$ cat config.mk
export PLATFORM = sky130hd
export DESIGN_NAME = bus_capture_stage
export DESIGN_NICKNAME = d
export VERILOG_FILES = /design/src/source/tims_mem_pkg.sv /design/src/source/bus_capture_stage.sv
export SDC_FILE = /design/constraint.sdc
export NUM_CORES = 1
export LEC_CHECK = 0
export BUFFER_PORTS_ARGS = -buffer_cell sky130_fd_sc_hd__buf_2
export CELL_PAD_IN_SITES_DETAIL_PLACEMENT = 1
export CELL_PAD_IN_SITES_GLOBAL_PLACEMENT = 1
export CORE_MARGIN = 1.5
export CORE_UTILIZATION = 31
export CTS_CLUSTER_SIZE = 28
export DETAILED_ROUTE_END_ITERATION = 10
export PLACE_DENSITY = 0.76
export SLEW_MARGIN = 20
export SYNTH_ARGS = -nofsm -noshare
export SYNTH_HDL_FRONTEND = slang
export SYNTH_SLANG_ARGS = --single-unit
$ cat constraint.sdc
create_clock -name clk -period 2.8 [get_ports clk]
set_clock_uncertainty 0.15 [all_clocks]
set_input_delay 0.84 -clock clk [delete_from_list [all_inputs] [get_ports clk]]
set_output_delay 0.84 -clock clk [all_outputs]
set_load 0.1 [all_outputs]
$ cat src/source/tims_mem_pkg.sv
`default_nettype none

package tims_mem_pkg;

  // ===================================================================
  // Bus widths
  // ===================================================================
  localparam int WORD_ADDR_W = 23;  // CPU word address
  localparam int DATA_W      = 16;
  localparam int BYTE_EN_W   = 2;   // Bit 0 low byte, bit 1 high byte
  localparam int PAD_ADDR_W  = 9;   // 512 words of scratchpad

  // Give up on external memory after this many cycles
  localparam int WAIT_LIMIT  = 100;
  localparam int WAIT_CNT_W  = $clog2(WAIT_LIMIT + 1);

  // ===================================================================
  // Region tags, compared against the top bits of the word address
  // ===================================================================
  localparam logic [13:0] PAD_TAG      = 14'b0000_0000_1000_00; // 8000..83FF
  localparam logic [10:0] ROM_TAG      = 11'h000;   // Console ROM 0000..1FFF
  localparam logic [10:0] RAM_LO_TAG   = 11'h001;   // 2000..3FFF
  localparam logic [10:0] RAM_A_TAG    = 11'h005;   // A000..BFFF
  localparam logic [9:0]  RAM_C_TAG    = 10'h003;   // C000..FFFF
  localparam logic [7:0]  GROM_TAG     = 8'h01;     // System and cart GROM
  localparam logic [7:0]  DSR_PI_TAG   = 8'h03;     // Pi interface DSR ROM
  localparam logic [3:0]  PAGED_TAG    = 4'h1;      // Paged memory, 1M..2M
  localparam logic [2:0]  CART_TAG_0   = 3'h1;      // Cartridges
  localparam logic [2:0]  CART_TAG_1   = 3'h2;

  typedef enum logic [1:0] {
    TGT_PAD  = 2'd0,
    TGT_EXT  = 2'd1,
    TGT_NONE = 2'd2
  } mem_target_t;

  // One CPU access as captured from the bus
  typedef struct packed {
    logic [WORD_ADDR_W-1:0] addr;
    logic [DATA_W-1:0]      wdata;
    logic                   we;     // 1 = write
    logic [BYTE_EN_W-1:0]   be;     // Active high lanes
  } cpu_req_t;

  typedef struct packed {
    cpu_req_t    req;
    mem_target_t target;
  } decoded_req_t;

  // What the external port shows to the memory
  typedef struct packed {
    logic [WORD_ADDR_W-1:0] addr;
    logic [DATA_W-1:0]      wdata;
    logic                   we;
    logic [BYTE_EN_W-1:0]   be;
  } ext_req_t;

endpackage

`default_nettype wire
$ cat src/source/bus_capture_stage.sv
`timescale 1ns/1ps
`default_nettype none

module bus_capture_stage
  import tims_mem_pkg::*;
(
  input  wire                clk,
  input  wire                i_reset,
  input  wire                i_cpu_strobe,
  input  cpu_req_t           i_cpu_req,
  input  wire                i_done,       // Completion from access stage
  input  wire [DATA_W-1:0]   i_rdata,
  input  wire                i_timeout,
  output logic               o_valid,
  output cpu_req_t           o_req,
  output logic               o_cpu_busy,
  output logic               o_cpu_done,
  output logic [DATA_W-1:0]  o_cpu_rdata,
  output logic               o_cpu_timeout
);

  logic w_accept;  // Strobe taken only when idle

  assign w_accept = i_cpu_strobe && !o_cpu_busy;

  // Control path
  always_ff @(posedge clk)
  begin
    if (i_reset)
    begin
      o_valid       <= 1'b0;
      o_cpu_busy    <= 1'b0;
      o_cpu_done    <= 1'b0;
      o_cpu_timeout <= 1'b0;
    end
    else
    begin
      o_valid       <= w_accept;  // Strobe delayed by one cycle
      o_cpu_done    <= i_done;
      o_cpu_timeout <= i_done && i_timeout;
      if (w_accept)
        o_cpu_busy <= 1'b1;
      else if (i_done)
        o_cpu_busy <= 1'b0;       // Drops on the edge that raises done
    end
  end

  // Payload, held for the whole access
  always_ff @(posedge clk)
  begin
    if (w_accept)
      o_req <= i_cpu_req;
    o_cpu_rdata <= i_done ? i_rdata : '0;
  end

endmodule

`default_nettype wire

; Word level (Yosys, flattened, before mapping)
; Cells that the tools add are included.
[totals]
reg_bits = 62
latch_bits = 0
mem_bits_rw = 0
rom_bits = 0
output_inout_bits = 62
elab_cells = 15
n_memories = 0
[op_classes]
addsub = 0
n_mul = 0
div = 0
order_cmp = 0
eq_ne = 0
shift = 0
n_mux = 2
n_bitwise = 0
n_reduce_logical = 4
[op_table]
columns = cell, n
row1 = $logic_and A1 B1 Y1, 2
row2 = $mux W1, 2
row3 = $reduce_bool A2 Y1, 1
row4 = $logic_not A1 Y1, 1

; Depth between registers and ports, before layout
; Gate-level depths: netlist of run 1.
[logic_depth]
ltp_word = 3
mapped_depth = 2
mapped_depth_nobuf = 2

; Worst setup path after synthesis of run 1
; OpenSTA, ideal clock, no wires.
[synth_timing]
path_type = flip-flop to flip-flop
startpoint = register o_cpu_busy
endpoint = register o_req[0] (netlist name), enable pin
arrival_time_ps = 1799
setup_slack_ps = 455
stages_incl_launch_ff = 3
n_path_buf = 0
period_less_slack_ps = 2345
cell_sequence = dfxtp_1 nand2b_1 inv_1
[synth_via]
elab_chain_cells = 2
[synth_rtl]
columns = element, line
row1 = start: declaration, bus_capture_stage.sv:16  ; output logic o_cpu_busy,
row2 = start signal: assignment, bus_capture_stage.sv:32  ; o_cpu_busy <= 1'b0;
row3 = start signal: assignment, bus_capture_stage.sv:42  ; o_cpu_busy <= 1'b1;
row4 = start signal: assignment, bus_capture_stage.sv:44  ; o_cpu_busy <= 1'b0;
row5 = $logic_not A1 Y1, bus_capture_stage.sv:24  ; assign w_accept = i_cpu_strobe && !o_cpu_busy;
row6 = $logic_and A1 B1 Y1, bus_capture_stage.sv:24
row7 = net w_accept, bus_capture_stage.sv:22  ; logic w_accept;
row8 = end signal: assignment, bus_capture_stage.sv:52  ; o_req <= i_cpu_req;
row9 = end: declaration, bus_capture_stage.sv:15  ; output cpu_req_t o_req,
; The timed path passes the listed nets, and every way through them passes these cells.
; A chain may end at the register's enable or synchronous reset.

; Worst setup path in the final report of run 1
[layout_timing]
startpoint = register o_cpu_busy
endpoint = output port o_cpu_busy
; No word-level cell between the ends.

==> impl_metrics.yaml, run 1 <==
critical_path:
  worst-setup-path-type: "register to primary output"
  family_of_cells_with_the_greatest_summed_delay_on_the_critical_path: "buffers and inverters"
  r2r.worst_path.cells: 3
  timing.critical_path.from_type: "register"
  crit_path_cell_trace: "buf_2"
  timing.critical_path.slowest_stage_cell: "sky130_fd_sc_hd__buf_2"
  crit_required_ps: 1810
  critical_path.max_stage_delay_ps: 430
  buffers_plus_inverters_on_the_worst_setup_path: 1
  timing.critical_path.depth: 1
  path_max_fanout: 3
  critPathArrivalTime_ps: 1100
  nature_of_the_critical_path_endpoint: "primary output"
clocking:
  root_buffer_cell: "sky130_fd_sc_hd__clkbuf_8"
  cts.clk_slew.worst_paths_ps: 60
  cts_inserted_buffers: 9
  cts.sinks: 62
  clockBufferDepth: 2
  worst_skew_pair.late_latency_ps: 320
  cts_post_setup_buffers_inserted: 0
  post_cts_resize_count: 0
  post_cts_hold_buffer_count: 0
  tritoncts_clock_tree: "built"
  cts_max_level: 3
sta:
  hold_slack_ps: 345
  unrepaired_setup_endpoints_after_global_routing: "false"
  slew_headroom_pct: 65.9
  worst-slew-pin-transition_ps: 511
  timing.final.hold_violations: 0
  setup_viol: 0
  worst_slack_ps: 708
  fin_crit_sh_pct: 74.7
  achievable-frequency_mhz: 478
  slew_violations: 0
  tns_ps: 0
  period_needed_ps: 2090
power_and_ir_drop:
  clock_power_share_pct: 32.1
  p_int_mw: 1.52
  post-layout-total-power_mw: 2.29
  comb_power_share_pct: 21.9
  p_per_area_nw_per_um2: 844
  share_of_power_burned_in_registers_pct: 46.0
  total_leakage_power_nw: 1.23
  switching_share_pct: 33.6
  worst_ir_drop_vdd_v: 0.000297
  power_switching_mw: 0.769
synth:
  synthesis.area_um2: 1810
  ys_warn_count: 0
  postSynthCellCount: 86
  ys_seq_area_share_pct: 91.9
  synthesis.nets: 149
  syn-mean-instance-area_um2: 21.0
  synth_seq_cells: 62
  synthDistinctLibCells: 9
outcome:
  run_status: "completed"
route:
  drt-wirelength-per-cell_um: 15.3
  wl_met2_mm: 2.18
  drt_iter0_drc: 85
  maxUsedRoutingLayer: "met4"
  final_antenna_net_count: 0
  vias: 1254
  met1Wirelength_mm: 1.85
  drcViolationCount: 0
  drt_first_pass_iters: 4
  detail_route.wirelength_mm: 4.57
  via_to_cell_ratio: 4.21
  met3RoutedLength_um: 459
global_routing:
  initial_antenna_violation_count: 0
  grt-ovfl-total: 0
  first_global_vias: 1275
  grt_pass1_wl_mm: 6.57
  grt_util_all_layers_pct: 14.7
  grt_start_max_net_pins: 43
floorplanning:
  die_height_um: 79.4
  floorplan.initialDensity_pct: 32.4
  die_area_um2: 6300
  ioPinCount: 125
  die_w_um: 79.4
  core_area_um2: 5570
  num_rows: 27
placed_design:
  place_area_um2: 2520
  worst_setup_slack_post_dpl_ps: 768
  place.port_buffers: 124
  post-place-cells: 282
  gpl.final_weighted_congestion: 0.822
  post-dp-hpwl_mm: 3.65
finish:
  multi_input_comb_area_um2: 135
  layout.area.seq_um2: 1660
  layout.cells.most_common_list: "sky130_fd_sc_hd__buf_2, sky130_fd_sc_hd__edfxtp_1, sky130_fd_sc_hd__dfxtp_1, sky130_fd_sc_hd__and2_1, sky130_fd_sc_hd__clkbuf_8"
  drive_above_1_share_pct: 61.9
  area_growth_syn_to_layout_pct: 49.8
  fin_nets: 284
  final_area_um2: 2710
  utilization_pct: 48.6
  fillerInstances: 606
  finish.cell_count_without_fillers: 298
  diodes: 0
  layout_commonest_cell: "sky130_fd_sc_hd__buf_2"
run:
  maxCapViolCount: 0
min_path:
  holdPathStages: 2
  timing.hold.worst.class: "register to register"
==> power groups by stage <==
stage	combinational [mW]	sequential [mW]	clock [mW]
floorplan	0.0246	1.45	0
global placement	0.498	1.07	0
detailed placement	0.504	1.07	0
CTS	0.504	1.05	0.758
global route	0.515	1.06	0.793
finish	0.500	1.05	0.734
==> logic make-up (layout without fill, tap and decap cells) <==
logic type,after synthesis,count (layout),synth area share (%)
and+or+nand+nor,21,21,7.20
buffers and inverters,2,142,0.623
AOI/OAI and AO/OA,1,1,0.277
DFF,62,62,91.9
==> flip-flops by register name (all words and copies together) (netlist names) <==
| name | flops |
|---|---|
| o_cpu_busy | 1 |
| o_req | 42 |
| o_cpu_timeout | 1 |
| o_cpu_done | 1 |
| o_valid | 1 |
| o_cpu_rdata | 16 |
==> worst paths after layout <==
| kind | start | to | slack, ps |
|---|---|---|---|
| min reg2reg | o_cpu_busy | o_cpu_busy | 350 |
| max reg2reg | o_cpu_busy | o_req[15] | 1280 |
| max | o_cpu_busy | o_cpu_busy | 710 |
| min | o_cpu_busy | o_cpu_busy | 350 |
==> synthesized netlist by cell type <==
library cell	n	area (µm²)
sky130_fd_sc_hd__a21oi_1	1	5.00
sky130_fd_sc_hd__and2_1	17	106
sky130_fd_sc_hd__and2b_1	1	7.51
sky130_fd_sc_hd__buf_4	1	7.51
sky130_fd_sc_hd__dfxtp_1	20	400
sky130_fd_sc_hd__edfxtp_1	42	1260
sky130_fd_sc_hd__inv_1	1	3.75
sky130_fd_sc_hd__nand2b_1	2	12.5
sky130_fd_sc_hd__nor2_1	1	3.75
==> per-layer routing <==
| layer | global-route usage (%) | up-vias |
|---|---|---|
| met5 | 0 | - |
| met3 | 5.14 | 9 |
| met2 | 23.3 | 83 |
| li1 | - | 574 |
| met1 | 17.0 | 588 |
| met4 | 8.95 | 0 |
==> worst min-delay path, delay by kind of cell (launching register included) <==
kind	cells	cell delay [ps]
compound gates	1	60
flops	1	320
simple gates	1	70
==> area by class of cell <==
class                           count  share of cell area [%]
Timing Repair Buffer              125                    23.2
Tap cell                           72                    3.33
Clock inverter                      6                    2.31
Multi-Input combinational cell     22                    4.99
Clock buffer                       10                    4.71
Sequential cell                    62                    61.3
Inverter                            1                   0.139
Power figures use the tool's default switching activity.
==> inputs of run 2 (changes only) <==
--- a/config.mk
+++ b/config.mk
@@ -9,10 +9,10 @@
 export CELL_PAD_IN_SITES_DETAIL_PLACEMENT = 1
 export CELL_PAD_IN_SITES_GLOBAL_PLACEMENT = 1
 export CORE_MARGIN = 1.5
-export CORE_UTILIZATION = 31
+export CORE_UTILIZATION = 28
 export CTS_CLUSTER_SIZE = 28
 export DETAILED_ROUTE_END_ITERATION = 10
-export PLACE_DENSITY = 0.76
+export PLACE_DENSITY = 0.72
 export SLEW_MARGIN = 20
 export SYNTH_ARGS = -nofsm -noshare
 export SYNTH_HDL_FRONTEND = slang
==> constraint.sdc (replaced) <==
create_clock -name clk -period 1.7 [get_ports clk]
set_clock_uncertainty 0.15 [all_clocks]
set_input_delay 0.51 -clock clk [delete_from_list [all_inputs] [get_ports clk]]
set_output_delay 0.51 -clock clk [all_outputs]
set_load 0.1 [all_outputs]
==> run 2 against run 1 <==
Critical path depth is the same. Core utilization grew 6.8 points. Highest routed layer unchanged. Final cell count grew 1.3%. Clock power grew 40%. Global-route usage grew 0.76 points. Sequential share of layout area shrank 13 points. Sequential power grew 70%. Non-clock buffer count is the same. Register-to-register slack lost 880 ps. Design area grew 28%.
==> impl_metrics.yaml, run 2 (synthesis gave the netlist of run 1 again) <==
outcome:
  run_status: "completed"
route:
  maxUsedRoutingLayer: "met4"
  drcViolationCount: 0
  final_antenna_net_count: 0
  met1Wirelength_mm: 2.04
  drt-wirelength-per-cell_um: 16.6
  vias: 1224
  drt_first_pass_iters: 4
  detail_route.wirelength_mm: 5.00
  met3RoutedLength_um: 471
  wl_met2_mm: 2.37
  via_to_cell_ratio: 4.05
  drt_iter0_drc: 95
finish:
  layout.area.seq_um2: 1670
  fin_nets: 284
  layout.cells.most_common_list: "sky130_fd_sc_hd__buf_2, sky130_fd_sc_hd__buf_12, sky130_fd_sc_hd__edfxtp_1, sky130_fd_sc_hd__dfxtp_1, sky130_fd_sc_hd__and2_1"
  finish.cell_count_without_fillers: 302
  utilization_pct: 55.4
  final_area_um2: 3480
  diodes: 0
  fillerInstances: 587
  multi_input_comb_area_um2: 143
  top_regs: "o_req x42, o_cpu_rdata x16"
  layout_commonest_cell: "sky130_fd_sc_hd__buf_2"
  largest_register_ffs: 42
  area_growth_syn_to_layout_pct: 92.2
  drive_above_1_share_pct: 62.2
  biggest_register: "o_req"
clocking:
  tritoncts_clock_tree: "built"
  cts_max_level: 3
  cts_inserted_buffers: 9
  cts_post_setup_buffers_inserted: 0
  clockBufferDepth: 2
  cts.sinks: 62
  cts.clk_slew.worst_paths_ps: 70
  root_buffer_cell: "sky130_fd_sc_hd__clkbuf_8"
  worst_skew_pair.late_latency_ps: 320
power_and_ir_drop:
  switching_share_pct: 33.6
  share_of_power_burned_in_registers_pct: 46.1
  p_per_area_nw_per_um2: 1110
  power_switching_mw: 1.30
  post-layout-total-power_mw: 3.86
  clock_power_share_pct: 26.7
  p_int_mw: 2.56
  comb_power_share_pct: 27.2
  total_leakage_power_nw: 1.47
  worst_ir_drop_vdd_v: 0.000543
critical_path:
  worst-setup-path-type: "register to primary output"
  crit_path_cell_trace: "buf_12"
  timing.critical_path.from_type: "register"
  reg2reg_slack_ps: 400
  critical_path.max_stage_delay_ps: 480
  r2r_end: "o_req[15]"
  family_of_cells_with_the_greatest_summed_delay_on_the_critical_path: "flip-flops"
  reg2reg_from: "o_cpu_busy"
  r2r.worst_path.cells: 3
  nature_of_the_critical_path_endpoint: "primary output"
  timing.critical_path.slowest_stage_cell: "sky130_fd_sc_hd__edfxtp_1"
  critPathArrivalTime_ps: 1030
  buffers_plus_inverters_on_the_worst_setup_path: 1
  path_max_fanout: 1
  crit_required_ps: 1040
global_routing:
  initial_antenna_violation_count: 0
  grt-ovfl-total: 0
  first_global_vias: 1335
  grt_pass1_wl_mm: 7.63
  grt_util_all_layers_pct: 15.4
  grt_start_max_net_pins: 43
floorplanning:
  ioPinCount: 125
  num_rows: 29
  core_area_um2: 6280
  die_height_um: 83.4
  die_w_um: 83.4
  floorplan.initialDensity_pct: 28.8
  die_area_um2: 6950
sta:
  period_needed_ps: 1690
  achievable-frequency_mhz: 591
  timing.final.hold_violations: 0
  worst-slew-pin-transition_ps: 288
  slew_violations: 0
  setup_viol: 0
  fin_crit_sh_pct: 99.5
  slew_headroom_pct: 81.0
  unrepaired_setup_endpoints_after_global_routing: "true"
min_path:
  min_from: "i_cpu_req[14]"
  timing.hold.worst.class: "primary input to register"
  holdPathStages: 1
  hold_path_end: "o_req[14]"
run:
  maxCapViolCount: 0
placed_design:
  place_area_um2: 3290
  gpl.final_weighted_congestion: 0.804
  post-place-cells: 287
  post-dp-hpwl_mm: 4.03
  place.port_buffers: 124
## run 2: cell count changes in the layout (fill, tap and decap cells not counted), sizes merged
cell    before  now
bufinv       1    0
clkinv       2    3
inv          1    0
## run 2: worst register-to-register path, stage by stage, from the launching register on
cell and delay, ps:
sky130_fd_sc_hd__dfxtp_4 360, sky130_fd_sc_hd__nand2b_4 160, sky130_fd_sc_hd__clkinvlp_4 80, sky130_fd_sc_hd__buf_12 220
## run 2: power groups by stage
stage | Clock [mW] | Combinational (mW) | Sequential, mW
4_1_cts | 1.08 | 1.06 | 1.78
6_report | 1.03 | 1.05 | 1.78
2_1_floorplan | 0 | 0.0441 | 2.39
3_3_place_gp | 0 | 1.03 | 1.80
3_5_place_dp | 0 | 1.04 | 1.81
5_1_grt | 1.14 | 1.07 | 1.78
## run 2: how the worst max path moves through the flow
stage,start,endpoint,slack (ps),cells after the start
3_3_place_gp,i_cpu_strobe,o_req[28],250,4
4_1_cts,o_req[24],o_req[24],3,1
6_report,o_req[24],o_req[24],9,1
2_1_floorplan,o_cpu_busy,o_req[0],-150,2
5_1_grt,o_req[24],o_req[24],-6,1
3_5_place_dp,i_cpu_strobe,o_req[20],230,4
## run 2: timing repair
item,4_1_cts,5_1_grt
hold buffers,0,0
resized for setup,13,0
setup endpoints to repair,13,1
gates cloned,0,0
## run 2: area by class of cell
class | instances | share of cell area [%]
well taps | 77 | 2.77
flip-flops and latches | 62 | 47.9
clock buffers | 10 | 3.67
clock inverters | 5 | 0.792
multi-input cells | 22 | 4.10
repair buffers | 125 | 40.5
inverters | 1 | 0.216
## run 2: metal layers
| metal | vias up | global-route usage, % |
|---|---|---|
| met2 | 84 | 23.7 |
| met3 | 8 | 5.17 |
| met1 | 559 | 18.7 |
| met4 | 0 | 9.70 |
| met5 | - | 0 |
| li1 | 573 | - |
## run 2: per-stage QoR
stage,hold slack (ps),setup TNS (ps),setup slack (ps)
final,211,0,8.66
after global routing,188,-5.82,-5.82
after CTS,188,0,3.17
after detailed placement,365,0,229
after global placement,362,0,247
after floorplan,419,-6310,-150
