**src/source/tims_mem_pkg.sv**
```systemverilog
`default_nettype none

package tims_mem_pkg;

  // ===================================================================
  // Bus widths
  // ===================================================================
  localparam int WORD_ADDR_W = 23;  // CPU word address
  localparam int DATA_W      = 16;
  localparam int BYTE_EN_W   = 2;   // Bit 0 low byte, bit 1 high byte
  localparam int PAD_ADDR_W  = 9;   // 512 words of scratchpad

  // Give up on external memory after this many cycles
  localparam int WAIT_LIMIT  = 100;
  localparam int WAIT_CNT_W  = $clog2(WAIT_LIMIT + 1);

  // ===================================================================
  // Region tags, compared against the top bits of the word address
  // ===================================================================
  localparam logic [13:0] PAD_TAG      = 14'b0000_0000_1000_00; // 8000..83FF
  localparam logic [10:0] ROM_TAG      = 11'h000;   // Console ROM 0000..1FFF
  localparam logic [10:0] RAM_LO_TAG   = 11'h001;   // 2000..3FFF
  localparam logic [10:0] RAM_A_TAG    = 11'h005;   // A000..BFFF
  localparam logic [9:0]  RAM_C_TAG    = 10'h003;   // C000..FFFF
  localparam logic [7:0]  GROM_TAG     = 8'h01;     // System and cart GROM
  localparam logic [7:0]  DSR_PI_TAG   = 8'h03;     // Pi interface DSR ROM
  localparam logic [3:0]  PAGED_TAG    = 4'h1;      // Paged memory, 1M..2M
  localparam logic [2:0]  CART_TAG_0   = 3'h1;      // Cartridges
  localparam logic [2:0]  CART_TAG_1   = 3'h2;

  typedef enum logic [1:0] {
    TGT_PAD  = 2'd0,
    TGT_EXT  = 2'd1,
    TGT_NONE = 2'd2
  } mem_target_t;

  // One CPU access as captured from the bus
  typedef struct packed {
    logic [WORD_ADDR_W-1:0] addr;
    logic [DATA_W-1:0]      wdata;
    logic                   we;     // 1 = write
    logic [BYTE_EN_W-1:0]   be;     // Active high lanes
  } cpu_req_t;

  typedef struct packed {
    cpu_req_t    req;
    mem_target_t target;
  } decoded_req_t;

  // What the external port shows to the memory
  typedef struct packed {
    logic [WORD_ADDR_W-1:0] addr;
    logic [DATA_W-1:0]      wdata;
    logic                   we;
    logic [BYTE_EN_W-1:0]   be;
  } ext_req_t;

endpackage

`default_nettype wire
```
**src/source/region_decode_stage.sv**
```systemverilog
`timescale 1ns/1ps
`default_nettype none

module region_decode_stage
  import tims_mem_pkg::*;
(
  input  wire           clk,
  input  wire           i_reset,
  input  wire           i_valid,
  input  cpu_req_t      i_req,
  output logic          o_valid,
  output decoded_req_t  o_dreq
);

  logic [WORD_ADDR_W-1:0] w_addr;
  logic                   w_is_pad;
  logic                   w_is_rom;
  logic                   w_is_ram;
  logic                   w_is_grom;
  logic                   w_is_dsr_pi;
  logic                   w_is_paged;
  logic                   w_is_cart;
  logic                   w_is_ext;
  mem_target_t            w_target;
  cpu_req_t               w_req;

  assign w_addr = i_req.addr;

  // ===================================================================
  // Region comparisons on the word address
  // ===================================================================
  assign w_is_pad    = (w_addr[22:9] == PAD_TAG);     // 1K scratchpad
  assign w_is_rom    = (w_addr[22:12] == ROM_TAG);
  assign w_is_ram    = (w_addr[22:12] == RAM_LO_TAG)
                    || (w_addr[22:12] == RAM_A_TAG)
                    || (w_addr[22:13] == RAM_C_TAG);  // 32K expansion
  assign w_is_grom   = (w_addr[22:15] == GROM_TAG);
  assign w_is_dsr_pi = (w_addr[22:15] == DSR_PI_TAG);
  assign w_is_paged  = (w_addr[22:19] == PAGED_TAG);
  assign w_is_cart   = (w_addr[22:20] == CART_TAG_0)
                    || (w_addr[22:20] == CART_TAG_1);

  // Everything served off chip
  assign w_is_ext = w_is_rom || w_is_ram || w_is_grom || w_is_dsr_pi
                 || w_is_paged || w_is_cart;

  // Scratchpad wins over any external match
  always_comb
  begin
    if (w_is_pad)
      w_target = TGT_PAD;
    else if (w_is_ext)
      w_target = TGT_EXT;
    else
      w_target = TGT_NONE;  // Includes the 8K DSR window at 4000
  end

  // Scratchpad gets its local word address, others pass unchanged
  always_comb
  begin
    w_req = i_req;
    if (w_is_pad)
      w_req.addr = {{(WORD_ADDR_W - PAD_ADDR_W){1'b0}}, w_addr[PAD_ADDR_W-1:0]};
  end

  always_ff @(posedge clk)
  begin
    if (i_reset)
      o_valid <= 1'b0;
    else
      o_valid <= i_valid;
  end

  always_ff @(posedge clk)
  begin
    if (i_valid)
    begin
      o_dreq.req    <= w_req;
      o_dreq.target <= w_target;
    end
  end

endmodule

`default_nettype wire

```
**config.mk**
```make
export PLATFORM = sky130hd
export DESIGN_NAME = region_decode_stage
export DESIGN_NICKNAME = d
export VERILOG_FILES = /design/src/source/tims_mem_pkg.sv /design/src/source/region_decode_stage.sv
export SDC_FILE = /design/constraint.sdc
export NUM_CORES = 1
export LEC_CHECK = 0
export BUFFER_PORTS_ARGS = -buffer_cell sky130_fd_sc_hd__buf_2
export CAP_MARGIN = 0
export CORE_MARGIN = 3
export CORE_UTILIZATION = 38
export CTS_CLUSTER_SIZE = 16
export DETAILED_ROUTE_END_ITERATION = 16
export PLACE_DENSITY = 0.81
export SYNTH_ARGS = -nofsm -noshare
export SYNTH_HDL_FRONTEND = slang
export SYNTH_SLANG_ARGS = --single-unit
```
**constraint.sdc**
```tcl
create_clock -name clk -period 0.95 [get_ports clk]
set_input_delay 0 -clock clk [delete_from_list [all_inputs] [get_ports clk]]
set_output_delay 0 -clock clk [all_outputs]
set_load 0.05 [all_outputs]
```
# Word level (Yosys, flattened, before mapping)
# Index checks and enable logic that the tools add are counted.
# word_totals
ff_bits	45
latchBits	0
ramBits	0
mem_bits_ro	0
input_bits	45
n_memories	0
# classes
addsub	0
mul	0
div_mod_pow	0
n_lt_le_gt_ge	0
n_eq_ne	9
shift	0
muxes	1
bitwise_logic	0
n_reduce_logical	9
# op_table
cell	count
14-bit by 6-bit == test with 1-bit output (second input constant)	1
11-bit by 1-bit == test with 1-bit output (second input constant)	1
11-bit by 3-bit == test with 1-bit output (second input constant)	1
11-bit zero test	1
10-bit by 2-bit == test with 1-bit output (second input constant)	1
8-bit by 1-bit == test with 1-bit output (second input constant)	1
8-bit by 2-bit == test with 1-bit output (second input constant)	1
1-bit logical OR	8
4-bit by 1-bit == test with 1-bit output (second input constant)	1
3-bit by 1-bit == test with 1-bit output (second input constant)	1
3-bit by 2-bit == test with 1-bit output (second input constant)	1
2-bit 2-to-1 mux	1

# Longest topological paths before layout
# Gate-level depths: netlist (run 1).
# depth
ltp_word	9
depth_mapped	3

# Worst setup path before layout (run 1)
# OpenSTA, ideal clock, no wires.
# synth_path
path_kind	input port to flip-flop
start	input i_req[32] (netlist bit)
end	register o_dreq[1] (netlist bit), data pin
setup_time_ns	0.256
arrival_time_ns	0.710
required_ns	0.694
path_slack_ns	-0.016
stages	3
n_path_buf	0
path_cell_list	or3_1 > o21bai_1 > o211a_1
# synth_between
elab_chain_cells	9
word_cells_on_any_way	13
# synth_lines
element	line_no	text
from (decl)	region_decode_stage.sv:10	input cpu_req_t i_req,
11-bit by 1-bit == test with 1-bit output or 11-bit by 3-bit == test with 1-bit output (tied branches)	region_decode_stage.sv:34, region_decode_stage.sv:35	
1-bit logical OR	region_decode_stage.sv:35	|| (w_addr[22:12] == RAM_A_TAG)
1-bit logical OR	region_decode_stage.sv:36	|| (w_addr[22:13] == RAM_C_TAG);
1-bit logical OR (3 in a row)	region_decode_stage.sv:44	assign w_is_ext = w_is_rom || w_is_ram || w_is_grom || w_is_dsr_pi
1-bit logical OR (2 in a row)	region_decode_stage.sv:45	|| w_is_paged || w_is_cart;
2-bit 2-to-1 mux	region_decode_stage.sv:52	else if (w_is_ext)
to (decl)	region_decode_stage.sv:12	output decoded_req_t o_dreq
# Several ways; a longest one is shown, not always the timed one.
# A chain may end at the register's enable or synchronous reset.

# Final worst setup path (run 1)
# layout_path
start	register o_dreq[1] (netlist bit)
end	output o_dreq[1] (netlist bit)
# No word-level cell between the ends.

==> out/qor.csv, run 1 <==
metric,value,unit
final WL,3891,um
Post-Synthesis Cell Area,1519,sq um
initial antenna violation count,0,
total grt overflow,0,
"Reg clk slew, reported paths",0.08,ns
Max stage delay on crit path,0.39,ns
share of the synthesized area in the top cell type,0.8699,
# DRC,0,
Core Area,3744,sq um
Crit path max-delay family,flip-flops,
WL/cell,14.97,um
first-pass GRT wire length,6037,um
TritonCTS Buffers,5,
Syn-to-layout area delta,70.59,%
slew margin rel.,0.7818,
final hold vios,0,
slowest CP cell,edfxtp_1,
vias after detailed routing,1135,
sw frac,0.2717,
most numerous cell in the Yosys netlist,edfxtp_1,
internal power,3534,uW
CP startpoint kind,flop,
pin count of the biggest net entering global routing,28,
max cap viols,0,
nets,256,
setup repair after global routing missed its margin,false,
post-route ant nets,0,
Yosys reg bits,45,
Max Clock Freq,1110,MHz
DRT Pass-1 Iters,4,
Syn Area/Cell,19.73,sq um
crit end category,output port,
Leak,0.001122,uW
crit path DAT,0.90,ns
pwr dens,1872,nW/um^2
Netlist cell types,18,
share of layout cells above drive strength 1,0.5189,
number of synthesis warnings,0,
setup_tns,0,ns
Post-DP HPWL,2556,um
synth cell count leaders,"edfxtp_1, clkbuf_1, nor2_1, nand2b_1, nor3_1",
Worst-Margin Slew,0.3248,ns
Fill cells,233,
Flop pwr share,0.492,
Ports,90,
Die Span Y,69.23,um
Syn Nets,122,
critical path class,reg2out,
Die Width,69.23,um
worst-path cell chain,buf_2,
drt via density,4.365,
P_sw,1318,uW
routability cong.,0.8384,
die area,4792,sq um
Hold Path Class,in2reg,
gr usage total,0.1673,
"Buf+Inv Stages, Crit Path",1,
top post-synthesis cells by area,"edfxtp_1, clkbuf_1, dfxtp_1",
"Seq/Total Area, Yosys",0.8830,
Final Cycle Share,0.9483,
Logic pwr share,0.217,
vias in the first global route,1195,
Final min period,0.9009,ns
CTS tree,built,
port bufs,89,
Clock Tree Buf Depth,2,
CP max FO,1,
Main synth FF type,edfxtp_1,
Post-synth EDFFs,44,
leading area contributor after synthesis,edfxtp_1,
Max Slew Vio Count,0,
VDD IR max,0.6365,mV
hold_sp,i_req[40],
Final setup viols,0,
CTS-repair resized insts,0,
1st-iter DRT viols,42,
cells after synthesis,77,
worst hold margin,0.01825,ns
Rows,22,
status,completed,
Clock power frac,0.291,
Worst Setup SP,o_dreq[1],
clock sink count,45,
Post-synth ARST share,0,
CTS H-Tree Depth,2,
Initial Utilization,0.4057,
CTS root buf,clkbuf_8,
ANT cells,0,
Critical Path RT,0.95,ns
[power groups by stage]
stage / Sequential [uW] / Clock (uW) / Combinational, uW
after floorplan: 2990 / 0 / 45.3
after global placement: 2420 / 0 / 912
after detailed placement: 2430 / 0 / 926
after CTS: 2390 / 1440 / 1050
after global routing: 2400 / 1540 / 1100
final: 2390 / 1410 / 1050
[placed cells by master (no fill, tap or decap), types with 2 or more instances in the layout]
cell,synthesis,routed
edfxtp_1,44,44
buf_12,0,2
dlygate4sd3_1,1,39
nor3_1,2,2
nand2b_1,2,2
buf_2,0,89
clkbuf_8,0,6
buf_4,0,10
nor2_1,4,4
[per-stage QoR]
stage | utilization | area (sq um) | power [uW] | cells | worst slack (ns)
6_report | 0.6922 | 2591 | 4852 | 260 | 0.04908
4_1_cts | 0.6922 | 2591 | 4878 | 260 | 0.03227
3_3_place_gp | 0.5568 | 2085 | 3336 | 213 | -0.1370
3_5_place_dp | 0.5568 | 2085 | 3357 | 213 | -0.1672
2_1_floorplan | - | 1519 | 3035 | 77 | -0.01568
5_1_grt | 0.6922 | 2591 | 5038 | 260 | 0.0005800
[path summary, 6_finish.rpt]
path | to | slack (ns) | depth (start not counted)
max | o_dreq[1] | 0.05 | 1
min | o_dreq[42] | 0.02 | 2
[cell type report]
type | count | area, sq um | share of cell area
clock inverter | 1 | 30.03 | 0.01159
multi-input combinational | 19 | 122.6 | 0.04732
timing repair buffer | 140 | 950.9 | 0.3670
clock buffer | 7 | 86.33 | 0.03332
tap | 48 | 60.06 | 0.02318
sequential | 45 | 1341 | 0.5176
[flip-flops by register name, indices dropped and copies added (netlist names)]
signal	count
o_dreq	44
o_valid	1
[kinds of logic after synthesis]
group,count (synthesis),synth area share
compound gates,7,0.03789
simple gates,12,0.04283
flops,45,0.8830
buf+inv,13,0.03624
[repair_timing]
item / 4_1_cts / 5_1_grt
setup buffers: 0 / 0
endpoints found under the setup margin: 0 / 0
endpoints found under the hold margin: 39 / 0
hold buffers: 39 / 0
[per-layer routing]
metal  part of all wire  up-vias  GRT usage  routed length, um
met5                  0        -          0                  0
met3              0.072        2    0.06522                282
met2               0.53       61     0.2977               2047
met4             0.0085        0    0.06291                 33
li1                   -      551          -                  -
met1               0.39      521     0.1775               1527
Power figures use the tool's default switching activity.
==> run 2: changes to the inputs <==
--- a/config.mk
+++ b/config.mk
@@ -11,7 +11,7 @@
 export CORE_UTILIZATION = 38
 export CTS_CLUSTER_SIZE = 16
 export DETAILED_ROUTE_END_ITERATION = 16
-export PLACE_DENSITY = 0.81
+export PLACE_DENSITY = 0.78
 export SYNTH_ARGS = -nofsm -noshare
 export SYNTH_HDL_FRONTEND = slang
 export SYNTH_SLANG_ARGS = --single-unit
==> out/qor.csv, run 2 (synthesized netlist as in run 1, its figures left out) <==
metric,value,unit
Max stage delay on crit path,0.42,ns
vias in the first global route,1303,
slew margin rel.,0.7741,
worst-path cell chain,buf_4,
total length of routed met3 wires,383,um
first-pass GRT wire length,6672,um
Hold Path Class,in2reg,
"commonest non-fill, non-tap cell in the layout",buf_2,
Max Slew Vio Count,0,
CP startpoint kind,flop,
Final min period,0.9288,ns
cell area after layout,2576,sq um
share of layout cells above drive strength 1,0.5071,
Initial Utilization,0.4057,
max cap viols,0,
Core Area,3744,sq um
critical path class,reg2out,
top flop regs,"o_dreq: 44 flops, o_valid: 1 flops",
routability cong.,0.8455,
slowest CP cell,edfxtp_1,
CP max FO,1,
crit end category,output port,
TritonCTS Buffers,5,
final WL,4192,um
Die Span Y,69.23,um
crit path DAT,0.93,ns
setup repair after global routing missed its margin,false,
Final setup viols,0,
hold endpoint,o_dreq[35],
clock sink count,45,
vias after detailed routing,1178,
"Buf+Inv Stages, Crit Path",1,
Metal-1 WL,1498,um
total grt overflow,0,
nets,255,
worst hold margin,0.04650,ns
DRT Pass-1 Iters,4,
Rows,22,
ANT cells,0,
# DRC,0,
Post-DP HPWL,2501,um
pwr dens,1828,nW/um^2
WL/cell,16.19,um
Clock Tree Buf Depth,2,
Die Width,69.23,um
Syn-to-layout area delta,69.60,%
1st-iter DRT viols,64,
final hold vios,0,
pin count of the biggest net entering global routing,46,
initial antenna violation count,0,
placed instance area,2042,sq um
Critical Path RT,0.95,ns
Worst-Margin Slew,0.3363,ns
die area,4792,sq um
CTS root buf,clkbuf_8,
Final Cycle Share,0.9777,
gr usage total,0.1864,
Max Clock Freq,1077,MHz
postcts setup bufs,0,
CTS H-Tree Depth,2,
Leak,0.001110,uW
largest register by flop count,o_dreq,
max reg flops,44,
hold_sp,i_req[33],
status,completed,
"Reg clk slew, reported paths",0.08,ns
Crit path max-delay family,flip-flops,
Met2 Wirelength,2172,um
"commonest cells after routing, fill and taps aside","buf_2, edfxtp_1, dlygate4sd3_1, buf_4, clkbuf_8",
CTS tree,built,
Ports,90,
port bufs,89,
post-route ant nets,0,
worst hold path depth,2,
VDD IR max,0.5907,mV
drt via density,4.548,
top sig layer,met4,
[run 2: per-layer routing]
| layer | vias to the layer above | GRT usage |
|---|---|---|
| met2 | 76 | 0.3305 |
| met5 | - | 0 |
| met1 | 540 | 0.1885 |
| met4 | 0 | 0.09111 |
| li1 | 551 | - |
| met3 | 11 | 0.07391 |
[run 2: worst max-delay path by stage]
stage	from	to	slack, ns	cells past startpoint
after global placement	i_req[32]	o_dreq[1]	-0.14	4
final	o_dreq[25]	o_dreq[25]	0.02	1
after floorplan	i_req[32]	o_dreq[1]	-0.02	3
after global routing	o_dreq[25]	o_dreq[25]	0.00009	1
after CTS	o_dreq[23]	o_dreq[23]	0.04	1
after detailed placement	i_req[32]	o_dreq[1]	-0.21	4
[run 2: repair_timing]
| item | 4_1_cts | 5_1_grt |
|---|---|---|
| endpoints found under the setup margin | 0 | 5 |
| endpoints found under the hold margin | 42 | 0 |
| hold buffers | 42 | 0 |
| resized for setup | 0 | 9 |
[run 2: area by class of cell]
type	count	area, sq um
sequential	45	1341
clock buffer	7	96.34
tap	48	60.06
timing repair buffer	139	950.9
multi-input combinational	19	122.6
clock inverter	1	5.005
fill	261	1167
[run 2: power breakdown]
part	switching, uW	total (uW)	leakage [uW]	internal, uW
combinational	726	1060	0.000617	329
clock	603	1260	0.0000542	657
sequential	44.7	2400	0.000439	2350
total	1370	4710	0.00111	3340
[run 2: metrics by stage]
step	setup WS, ns	power, uW	TNS, ns	instances	utilization
2_1_floorplan	-0.01568	3035	-0.01568	77	-
6_report	0.02121	4710	0	259	0.6882
4_1_cts	0.03807	4701	0	259	0.6848
3_5_place_dp	-0.2126	3335	-0.3567	209	0.5455
3_3_place_gp	-0.1369	3314	-0.2465	209	0.5455
5_1_grt	0.00008515	4880	0	259	0.6882
==> run 3: changes to the inputs <==
--- a/config.mk
+++ b/config.mk
@@ -5,13 +5,13 @@
 export SDC_FILE = /design/constraint.sdc
 export NUM_CORES = 1
 export LEC_CHECK = 0
-export BUFFER_PORTS_ARGS = -buffer_cell sky130_fd_sc_hd__buf_2
 export CAP_MARGIN = 0
 export CORE_MARGIN = 3
-export CORE_UTILIZATION = 38
+export CORE_UTILIZATION = 40
 export CTS_CLUSTER_SIZE = 16
 export DETAILED_ROUTE_END_ITERATION = 16
-export PLACE_DENSITY = 0.78
+export DONT_BUFFER_PORTS = 1
+export PLACE_DENSITY = 0.6
 export SYNTH_ARGS = -nofsm -noshare
 export SYNTH_HDL_FRONTEND = slang
 export SYNTH_SLANG_ARGS = --single-unit
==> out/qor.csv, run 3 (synthesized netlist as in run 1, its figures left out) <==
metric,value,unit
Final setup viols,0,
Critical Path RT,0.95,ns
Syn-to-layout area delta,43.08,%
largest register by flop count,o_dreq,
top flop regs,"o_dreq: 44 flops, o_valid: 1 flops",
setup repair after global routing missed its margin,true,
postcts setup bufs,0,
VDD IR max,1.047,mV
Post-DP HPWL,1912,um
WL/cell,17.27,um
"Power, Total",4645,uW
top sig layer,met4,
"commonest non-fill, non-tap cell in the layout",edfxtp_1,
Final Cycle Share,0.9967,
Final min period,0.9469,ns
gr usage total,0.1325,
CP max FO,1,
Setup WS post-layout,0.003095,ns
Max Slew Vio Count,0,
Place WS,-0.06225,ns
nets,173,
pwr dens,2137,nW/um^2
# DRC,0,
Met2 Wirelength,1549,um
DRT Pass-1 Iters,4,
routability cong.,0.7170,
clock sink count,45,
initial antenna violation count,0,
drt via density,4.806,
Hold Path Class,in2reg,
die area,4572,sq um
crit path DAT,0.95,ns
total length of routed met3 wires,476,um
vias in the first global route,951,
crit end category,output port,
slew margin rel.,0.6743,
critical path class,reg2out,
post-route ant nets,0,
Ports,90,
worst hold margin,-0.1816,ns
"Hold-fix buffers, CTS",44,
max reg flops,44,
CTS root buf,clkbuf_8,
Die Width,67.62,um
Initial Utilization,0.4347,
Leak,0.0007867,uW
Rows,21,
CTS tree,built,
CTS H-Tree Depth,2,
Core Area,3495,sq um
first-pass GRT wire length,4229,um
1st-iter DRT viols,39,
final WL,3023,um
ANT cells,0,
Die Span Y,67.62,um
Max Clock Freq,1056,MHz
vias after detailed routing,841,
port bufs,0,
final hold vios,45,
CP startpoint kind,flop,
Worst-Margin Slew,0.4878,ns
status,"finished, violations left",
pin count of the biggest net entering global routing,46,
max cap viols,0,
share of layout cells above drive strength 1,0.1783,
post-layout util,0.6219,
Metal-1 WL,965,um
"commonest cells after routing, fill and taps aside","edfxtp_1, dlygate4sd3_1, buf_4, clkbuf_8, nor2_1",
Clock Tree Buf Depth,2,
TritonCTS Buffers,5,
total grt overflow,0,
"Reg clk slew, reported paths",0.08,ns
failing checks,hold timing,
run 3: cell count changes in the layout (fill, tap and decap cells not counted):
cell           previous run  this run
buf_12                    1         0
buf_2                    84         0
buf_4                    11        14
bufinv_16                 0         1
clkbuf_1                  0         1
clkbuf_4                  1         0
clkbuf_8                  7         6
clkinv_2                  1         0
dlygate4sd3_1            42        43
run 3: power breakdown:
part,internal (uW),leakage (uW),switching [uW],total (uW)
registers,2360,0.000439,425,2790
logic,194,0.000289,230,424
clock network,857,0.0000585,576,1430
total,3410,0.000787,1230,4640
run 3: per-stage QoR:
stage | setup TNS (ns) | hold slack [ns] | cells | instance area (sq um)
floorplan | -0.01568 | 0.07161 | 77 | 1519
global placement | -0.02951 | 0.07234 | 124 | 1627
detailed placement | -0.08465 | 0.07530 | 124 | 1627
CTS | -0.01036 | -0.1894 | 176 | 2183
global route | -0.3581 | -0.2055 | 175 | 2173
finish | 0 | -0.1816 | 175 | 2173
run 3: worst paths after layout:
path        from    endpoint  slack, ns  cells past startpoint
max   o_dreq[39]  o_dreq[39]      0.003                      0
min      i_valid  o_dreq[37]      -0.18                      0
run 3: cell type report:
cell class	count	area (sq um)
fill	253	1321
tap	46	57.56
sequential	45	1341
clock inverter	1	30.03
timing repair buffer	57	535.5
multi-input combinational	19	122.6
clock buffer	7	86.33
run 3: metal layers:
metal,global-route usage,vias to the layer above
met1,0.1056,384
met3,0.09484,3
met5,0,-
met4,0.03797,0
met2,0.2479,72
li1,-,382
run 3: what timing repair did:
action	4_1_cts	5_1_grt
endpoints found under the hold margin	88	45
setup endpoints to repair	4	28
resized for setup	0	0
